### config.mk
export PLATFORM = sky130hd
export DESIGN_NAME = insn_decoder
export DESIGN_NICKNAME = d
export VERILOG_FILES = /design/src/common/isa_pkg.sv /design/src/common/decode_pkg.sv /design/src/decoder/reg_select.sv /design/src/decoder/imm_gen.sv /design/src/decoder/op_classify.sv /design/src/decode_stage.sv /design/src/insn_decoder.sv
export SDC_FILE = /design/constraint.sdc
export NUM_CORES = 1
export LEC_CHECK = 0
export ABC_CLOCK_PERIOD_IN_PS = 19100
export BUFFER_PORTS_ARGS = -buffer_cell sky130_fd_sc_hd__buf_2
export CAP_MARGIN = 10
export CORE_AREA = 2 2 112 114
export DETAILED_ROUTE_END_ITERATION = 8
export DIE_AREA = 0 0 114 116
export PLACE_DENSITY = 0.81
export SLEW_MARGIN = 10
export SYNTH_ARGS = -nofsm -noshare
export SYNTH_HDL_FRONTEND = slang
export SYNTH_SLANG_ARGS = --single-unit
### constraint.sdc
create_clock -name clk -period 19.1 [get_ports clk]
set_input_delay 1.91 -clock clk [delete_from_list [all_inputs] [get_ports clk]]
set_output_delay 1.91 -clock clk [all_outputs]
set_load 0.05 [all_outputs]
### src/common/isa_pkg.sv
// ================================================
// ISA definitions for the 40-bit instruction word:
// opcode names, field widths and the decoded views
// ================================================

package isa_pkg;

	localparam int INSN_W = 40;

	// Field widths
	localparam int REG_FIELD_W = 5;
	localparam int IMM_W       = 23;
	localparam int BDISP_W     = 18;
	localparam int JDISP_W     = 28;

	// Prefix word carries its payload from this bit up to the top
	localparam int PFX_LSB = 8;

	typedef enum logic [6:0] {
		NOP  = 7'h00,
		R2   = 7'h02,
		ADDI = 7'h04,
		ANDI = 7'h08,
		ORI  = 7'h09,
		XORI = 7'h0A,
		JMP  = 7'h20,
		BEQ  = 7'h26,
		BNE  = 7'h27,
		EXI  = 7'h50,
		LDB  = 7'h60,
		LDBU = 7'h61,
		LDW  = 7'h62,
		LDWU = 7'h63,
		LDO  = 7'h66,
		STB  = 7'h70,
		STW  = 7'h71,
		STO  = 7'h73
	} opcode_t;

	// ================================================
	// Instruction word views
	// ================================================
	typedef struct packed {
		logic [6:0]             unused;
		logic [5:0]             func;
		logic [REG_FIELD_W-1:0] rc;
		logic [REG_FIELD_W-1:0] rb;
		logic [REG_FIELD_W-1:0] ra;
		logic [REG_FIELD_W-1:0] rt;
		opcode_t                opcode;
	} r_form_t;

	typedef struct packed {
		logic [IMM_W-1:0]       imm;
		logic [REG_FIELD_W-1:0] ra;
		logic [REG_FIELD_W-1:0] rt;
		opcode_t                opcode;
	} i_form_t;

	// Bits 11:7 carry nothing in a branch
	typedef struct packed {
		logic [BDISP_W-1:0]     disp;
		logic [REG_FIELD_W-1:0] rb;
		logic [REG_FIELD_W-1:0] ra;
		logic [REG_FIELD_W-1:0] unused;
		opcode_t                opcode;
	} b_form_t;

	typedef struct packed {
		logic [JDISP_W-1:0]     disp;
		logic [REG_FIELD_W-1:0] lk;
		opcode_t                opcode;
	} j_form_t;

	typedef union packed {
		r_form_t r_form;
		i_form_t i_form;
		b_form_t b_form;
		j_form_t j_form;
	} instr_t;

	// Opcode groups shared by the decoder blocks
	function automatic logic is_load(opcode_t op);
		return op inside {LDB, LDBU, LDW, LDWU, LDO};
	endfunction

	function automatic logic is_store(opcode_t op);
		return op inside {STB, STW, STO};
	endfunction

	function automatic logic is_imm_op(opcode_t op);
		return op inside {ADDI, ANDI, ORI, XORI};
	endfunction

endpackage

### src/common/decode_pkg.sv
// ================================================
// Decode result types: register indices, values,
// access sizes and the registered decode output
// ================================================

package decode_pkg;

	typedef logic [5:0] reg_idx_t;

	// Architectural stack pointer and the base of its banked copies
	localparam reg_idx_t SP_REG       = 6'd31;
	localparam reg_idx_t SP_BANK_BASE = 6'd42;

	localparam int VALUE_W = 64;
	typedef logic [VALUE_W-1:0] value_t;

	// Operating level selects the stack pointer bank
	typedef logic [2:0] sp_sel_t;

	typedef enum logic [1:0] {
		byt  = 2'd0,
		wyde = 2'd1,
		octa = 2'd3
	} memsz_t;

	// Upper immediate bits held from a prefix
	localparam int PFX_W = 32;

	typedef struct packed {
		logic             valid;
		logic [PFX_W-1:0] bits;
	} prefix_t;

	typedef struct packed {
		logic   rfwr;
		logic   ld;
		logic   ldz;
		logic   st;
		memsz_t memsz;
		logic   multi_cycle;
		logic   flowchg;
		logic   cbranch;
		logic   is_prefix;
	} op_class_t;

	typedef struct packed {
		reg_idx_t  ra;
		reg_idx_t  rb;
		reg_idx_t  rc;
		reg_idx_t  rt;
		value_t    imm;
		value_t    tgt;
		op_class_t cls;
	} deco_t;

endpackage

### src/decoder/reg_select.sv
// ================================================
// Register selection: picks the four register
// indices and renames the banked stack pointer
// ================================================
`timescale 1ns/1ps

module reg_select #(
	parameter int NUM_SP_BANKS = 4
) (
	input  isa_pkg::instr_t      ir,
	input  decode_pkg::sp_sel_t  sp_sel,
	output decode_pkg::reg_idx_t ra,
	output decode_pkg::reg_idx_t rb,
	output decode_pkg::reg_idx_t rc,
	output decode_pkg::reg_idx_t rt
);
	import isa_pkg::*;
	import decode_pkg::*;

	opcode_t  op;
	reg_idx_t ra_arch;
	reg_idx_t rb_arch;
	reg_idx_t rc_arch;
	reg_idx_t rt_arch;
	logic     sp_banked;

	assign op = ir.r_form.opcode;

	// Level 0 and levels past the last bank keep the plain register
	assign sp_banked = (sp_sel != '0) && (int'(sp_sel) <= NUM_SP_BANKS);

	function automatic reg_idx_t rename_sp(reg_idx_t idx, logic banked, sp_sel_t sel);
		if (banked && idx == SP_REG)
			return SP_BANK_BASE + reg_idx_t'(sel);
		return idx;
	endfunction

	always_comb
	begin
		ra_arch = {1'b0, ir.r_form.ra};
		rb_arch = '0;
		rc_arch = '0;
		rt_arch = '0;

		if (op inside {JMP, NOP, EXI})
			ra_arch = '0;

		if (op == R2)
		begin
			rb_arch = {1'b0, ir.r_form.rb};
			rc_arch = {1'b0, ir.r_form.rc};
		end
		else if (op inside {BEQ, BNE})
			rb_arch = {1'b0, ir.b_form.rb};
		// Store data source sits in the target position
		else if (is_store(op))
			rc_arch = {1'b0, ir.i_form.rt};

		// Link register of a jump shares the target position
		if (op == R2 || is_imm_op(op) || is_load(op) || op == JMP)
			rt_arch = {1'b0, ir.r_form.rt};

		ra = rename_sp(ra_arch, sp_banked, sp_sel);
		rb = rename_sp(rb_arch, sp_banked, sp_sel);
		rc = rename_sp(rc_arch, sp_banked, sp_sel);
		rt = rename_sp(rt_arch, sp_banked, sp_sel);
	end

endmodule

### src/decoder/imm_gen.sv
// ================================================
// Immediate generator: pads the immediate field,
// merges a held prefix and forms branch targets
// ================================================
`timescale 1ns/1ps

module imm_gen (
	input  isa_pkg::instr_t     ir,
	input  decode_pkg::prefix_t prefix,
	output decode_pkg::value_t  imm,
	output decode_pkg::value_t  tgt
);
	import isa_pkg::*;
	import decode_pkg::*;

	localparam int IMM_PAD  = VALUE_W - IMM_W;
	localparam int PFX_PAD  = VALUE_W - PFX_W - IMM_W;
	localparam int JTGT_PAD = VALUE_W - JDISP_W - 1;
	localparam int BTGT_PAD = VALUE_W - BDISP_W - 1;

	opcode_t            op;
	logic [IMM_W-1:0]   imm_field;
	logic [BDISP_W-1:0] bdisp;
	logic [JDISP_W-1:0] jdisp;
	value_t             imm_base;
	logic               takes_imm;

	assign op        = ir.i_form.opcode;
	assign imm_field = ir.i_form.imm;
	assign bdisp     = ir.b_form.disp;
	assign jdisp     = ir.j_form.disp;

	// ================================================
	// Immediate value
	// ================================================
	always_comb
	begin
		takes_imm = 1'b1;
		case (op)
			ADDI, LDB, LDBU, LDW, LDWU, LDO, STB, STW, STO:
				imm_base = {{IMM_PAD{imm_field[IMM_W-1]}}, imm_field};
			// Ones to the left keep an AND mask intact
			ANDI:
				imm_base = {{IMM_PAD{1'b1}}, imm_field};
			ORI, XORI:
				imm_base = {{IMM_PAD{1'b0}}, imm_field};
			default:
			begin
				imm_base  = '0;
				takes_imm = 1'b0;
			end
		endcase
	end

	// Prefix bits go above the low field, sign extended to full width
	assign imm = (prefix.valid && takes_imm)
		? {{PFX_PAD{prefix.bits[PFX_W-1]}}, prefix.bits, imm_field}
		: imm_base;

	// ================================================
	// Branch target, displacement in halfwords
	// ================================================
	always_comb
	begin
		case (op)
			JMP:
				tgt = {{JTGT_PAD{jdisp[JDISP_W-1]}}, jdisp, 1'b0};
			BEQ, BNE:
				tgt = {{BTGT_PAD{bdisp[BDISP_W-1]}}, bdisp, 1'b0};
			default:
				tgt = '0;
		endcase
	end

endmodule

### src/decoder/op_classify.sv
// ================================================
// Operation classifier: register-file write flag,
// memory access class and control-flow flags
// ================================================
`timescale 1ns/1ps

module op_classify (
	input  isa_pkg::instr_t       ir,
	output decode_pkg::op_class_t cls
);
	import isa_pkg::*;
	import decode_pkg::*;

	opcode_t op;
	logic    link_used;

	assign op = ir.j_form.opcode;

	// Link field of zero means a plain jump without a return address
	assign link_used = ir.j_form.lk != '0;

	always_comb
	begin
		cls = '0;

		// ================================================
		// Memory access
		// ================================================
		cls.ld  = is_load(op);
		cls.ldz = op inside {LDBU, LDWU};
		cls.st  = is_store(op);

		// Every memory access stalls the pipe for the bus cycle
		cls.multi_cycle = is_load(op) || is_store(op);

		case (op)
			LDB, LDBU, STB:
				cls.memsz = byt;
			LDW, LDWU, STW:
				cls.memsz = wyde;
			default:
				cls.memsz = octa;
		endcase

		// ================================================
		// Control flow
		// ================================================
		cls.flowchg   = op inside {JMP, BEQ, BNE};
		cls.cbranch   = op inside {BEQ, BNE};
		cls.is_prefix = op == EXI;

		// Register file write
		case (op)
			R2:
				cls.rfwr = 1'b1;
			JMP:
				cls.rfwr = link_used;
			default:
				cls.rfwr = is_imm_op(op) || is_load(op);
		endcase
	end

endmodule

### src/decode_stage.sv
// ================================================
// Decode stage register: holds a pending prefix
// and registers the decode result with its strobe
// ================================================
`timescale 1ns/1ps

module decode_stage (
	input  logic                         clk,
	input  logic                         rst_n,
	input  logic                         ir_valid,
	input  logic                         is_prefix,
	input  logic [decode_pkg::PFX_W-1:0] prefix_bits,
	input  decode_pkg::deco_t            deco_next,
	output decode_pkg::prefix_t          prefix,
	output decode_pkg::deco_t            deco,
	output logic                         deco_valid
);

	logic                         pfx_valid;
	logic [decode_pkg::PFX_W-1:0] pfx_bits;
	logic                         take_prefix;
	logic                         take_insn;

	assign take_prefix = ir_valid && is_prefix;
	assign take_insn   = ir_valid && !is_prefix;

	// ================================================
	// Control state
	// ================================================
	always_ff @(posedge clk)
	begin
		if (!rst_n)
		begin
			pfx_valid  <= 1'b0;
			deco_valid <= 1'b0;
		end
		else
		begin
			deco_valid <= take_insn;
			// Any accepted instruction consumes the prefix, used or not
			if (ir_valid)
				pfx_valid <= is_prefix;
		end
	end

	// Payload
	always_ff @(posedge clk)
	begin
		// A newer prefix replaces an older one
		if (take_prefix)
			pfx_bits <= prefix_bits;
		if (take_insn)
			deco <= deco_next;
	end

	assign prefix = '{valid: pfx_valid, bits: pfx_bits};

	// A prefix never produces an output of its own
	prefix_no_output_a: assert property (
		@(posedge clk) disable iff (!rst_n)
		deco_valid |-> !deco.cls.is_prefix
	) else
		$error("prefix word registered as a decode result");

endmodule

### src/insn_decoder.sv
// ================================================
// Instruction decoder top level: combinational
// decode blocks feeding the stage register
// ================================================
`timescale 1ns/1ps

module insn_decoder #(
	parameter int NUM_SP_BANKS = 4
) (
	input  logic                clk,
	input  logic                rst_n,
	input  isa_pkg::instr_t     ir,
	input  logic                ir_valid,
	input  decode_pkg::sp_sel_t sp_sel,
	output decode_pkg::deco_t   deco,
	output logic                deco_valid
);
	import isa_pkg::*;
	import decode_pkg::*;

	reg_idx_t         ra;
	reg_idx_t         rb;
	reg_idx_t         rc;
	reg_idx_t         rt;
	value_t           imm;
	value_t           tgt;
	op_class_t        cls;
	prefix_t          prefix;
	logic [PFX_W-1:0] prefix_bits;
	deco_t            deco_next;

	reg_select #(
		.NUM_SP_BANKS(NUM_SP_BANKS)
	) u_reg_select (
		.ir    (ir),
		.sp_sel(sp_sel),
		.ra    (ra),
		.rb    (rb),
		.rc    (rc),
		.rt    (rt)
	);

	imm_gen u_imm_gen (
		.ir    (ir),
		.prefix(prefix),
		.imm   (imm),
		.tgt   (tgt)
	);

	op_classify u_op_classify (
		.ir (ir),
		.cls(cls)
	);

	// Upper immediate payload of a prefix word
	assign prefix_bits = ir[INSN_W-1:PFX_LSB];

	assign deco_next = '{ra: ra, rb: rb, rc: rc, rt: rt, imm: imm, tgt: tgt, cls: cls};

	decode_stage u_decode_stage (
		.clk        (clk),
		.rst_n      (rst_n),
		.ir_valid   (ir_valid),
		.is_prefix  (cls.is_prefix),
		.prefix_bits(prefix_bits),
		.deco_next  (deco_next),
		.prefix     (prefix),
		.deco       (deco),
		.deco_valid (deco_valid)
	);

endmodule

==> impl_metrics.yaml <==
run_status:
  status: "complete, no violations"
detailed_routing:
  drt_iter0_drc: 488
  drt_drc_violations_left: 0
  vias_per_cell: 5.611
  ant_nets: 0
  wl_per_cell_um: 19.39
  vias: 4180
  totalWireLength_um: 14440
  firstDrtPassIters: 5
global_routing:
  grt_use_total_pct: 21.50
  first_global_vias: 3869
  grt_pass1_wl_um: 21110
  antenna_found_initial: 0
  gr-total-overflow: 0
  grt_max_degree: 76
pwr:
  clkPwrFrac_pct: 37.9
  sw_frac_of_total_pct: 28.83
  comb_power_share_pct: 15.8
  ir_drop_mv: 0.07382
  pwr-share-seq_pct: 46.3
  total_power_mw: 0.8388
  leakage_nw: 3.215
  switchingPower_mw: 0.2419
  intPower_mw: 0.5969
  power.density_nw_per_um2: 107.9
worst_setup_path:
  worstSetupStartpointType: "primary input"
  cp_num_buf_inv: 1
  path_cells: "buf_2, nor3b_1, o31ai_1, nand3_2, a22oi_4, a31o_1"
  cp-end-kind: "register"
  cpMaxStageDelayCell: "a22oi_4"
  critical_path_required_ns: 19.37
  worstPathMaxFanout: 56
  crit_type: "in2reg"
  cp.arrival_ns: 4.83
  cp_top_family: "compound AO/OA/AOI/OAI gates"
  critPathMaxStageDelay_ns: 1.12
synthesis:
  synth_area_leaders: "edfxtp_1 69%, buf_4 5.7%, a31o_1 3.4%"
  synth_area_leader_cell: "edfxtp_1"
  synth_area_um2: 6461
  yosysSeqAreaShare_pct: 69.87
  avgSynthCellArea_um2: 15.20
  ys_warn_count: 0
  synthFlopType: "edfxtp_1"
  synth_edf_count: 149
  ys_async_sr_fraction_pct: 0
  synth_nets: 472
  postSynthCellCount: 425
  synth_top_area_share_pct: 69.25
  yosys_register_bits: 151
  synth_cell_types: 54
clocking:
  postCtsHoldBufs: 0
  ctsRootBufferMaster: "clkbuf_16"
  cts_tree: "yes"
  cts_buffers: 17
  cts_resized: 0
  post_cts_buffers: 0
  cts.path.max_buffers: 2
  clk_latency_ns: 0.41
  h-tree-depth: 4
  clock-sinks: 151
  clkSlewWorstSetupHoldPaths_ns: 0.06
floorplanning:
  dieArea_um2: 13220
  core.rowCount: 40
  io_pins: 209
  coreArea_um2: 11910
  initial_core_util_pct: 54.24
  die_y_um: 116
  die_x_um: 114
sta:
  fin_crit_ns: 4.568
  max_slew_margin_pct: 30.55
  setup_ws_ns: 14.53
  rsz0062_at_grt: "no"
  finalMaxSlewViolations: 0
  tns_ns: 0
  hold_viol: 0
  final.setup_skew_ns: 0.005041
  fin_crit_sh_pct: 23.91
  finalSetupViolations: 0
  max_freq_ghz: 0.2189
  hold_slack_ns: 0.5516
  worst_pin_slew_ns: 1.041
final_layout:
  final_common_cell: "buf_2"
  diodes: 0
  final_cell_mix: "207 x buf_2, 149 x edfxtp_1, 27 x and2_1, 25 x a31o_1, 19 x a22o_1"
  stdcell_area_um2: 7776
  drive_gt1_share_pct: 43.65
  finish.utilization_pct: 65.28
  stdcell_count: 745
  area_delta_synth_final_pct: 20.35
  layout.nets: 633
min_path:
  hp-class: "reg2reg"
place:
  port-buffer-count: 207
  dp_slack_ns: 14.08
  gp_congestion: 0.8452
  dpl.cell_count: 713
  place_area_um2: 7193
  dp_hpwl_um: 9726
run:
  cap_violations: 0
==> power groups by stage <==
stage               clock network, mW  registers (mW)  logic, mW
global route                    0.335           0.390      0.138
detailed placement                  0           0.395      0.133
CTS                             0.321           0.388      0.133
global placement                    0           0.395      0.131
floorplan                           0           0.456     0.0463
finish                          0.318           0.388      0.133
==> per-layer routing <==
layer	vias to the layer above	global-route usage, %	part of all wire (%)
li1	1894	-	-
met1	2034	29.44	40
met2	231	34.25	49
met3	21	4.812	8.8
met4	0	7.805	1.8
met5	-	0	0
==> cells by family (layout without fill, tap and decap cells) <==
group	count (synthesis)	in the layout	synth area share [%]
DFF	151	151	69.87
and+or+nand+nor	96	96	8.927
AOI/OAI and AO/OA	92	92	11.43
buffers and inverters	80	253	8.927
muxes	3	3	0.4648
adders and majority gates	1	1	0.1936
other	1	1	0.05804
xor gates and xnor gates	1	1	0.1356
==> area by class of cell <==
class	count	area, um2
Clock buffer	19	432.9
Clock inverter	12	130.1
Fill cell	887	4135
Inverter	9	33.78
Multi-Input combinational cell	194	1388
Sequential cell	151	4514
Tap cell	147	183.9
Timing Repair Buffer	213	1094
==> cell usage after synthesis, drive strengths merged, types with 8 or more instances <==
library cell  number
buf               63
a22o              19
and2              27
o21ai              8
nor2              14
a21o              11
edfxtp           149
nand2             14
inv                9
a21oi             10
a31o              32
==> worst register-to-register path, stage by stage (launching register included) <==
cell and delay (ns):
dfxtp_1 0.34, a22oi_4 0.75, a31o_1 0.25
==> final timing paths <==
path                                            endpoint                       start  cells after the start  slack, ns
worst max-delay path            u_decode_stage.deco[107]                       ir[3]                      6      14.53
worst min-delay path            u_decode_stage.deco[105]  u_decode_stage.pfx_bits[8]                      1       0.55
worst max register to register  u_decode_stage.deco[107]    u_decode_stage.pfx_valid                      2      17.63
worst min register to register  u_decode_stage.deco[105]  u_decode_stage.pfx_bits[8]                      1       0.55
==> flip-flops by register name, summed over array words and instances, names as in the netlist <==
signal,cells
u_decode_stage.pfx_bits,32
u_decode_stage.deco_valid,1
u_decode_stage.pfx_valid,1
u_decode_stage.deco,117
No activity file was read; power rests on OpenSTA's default activity.
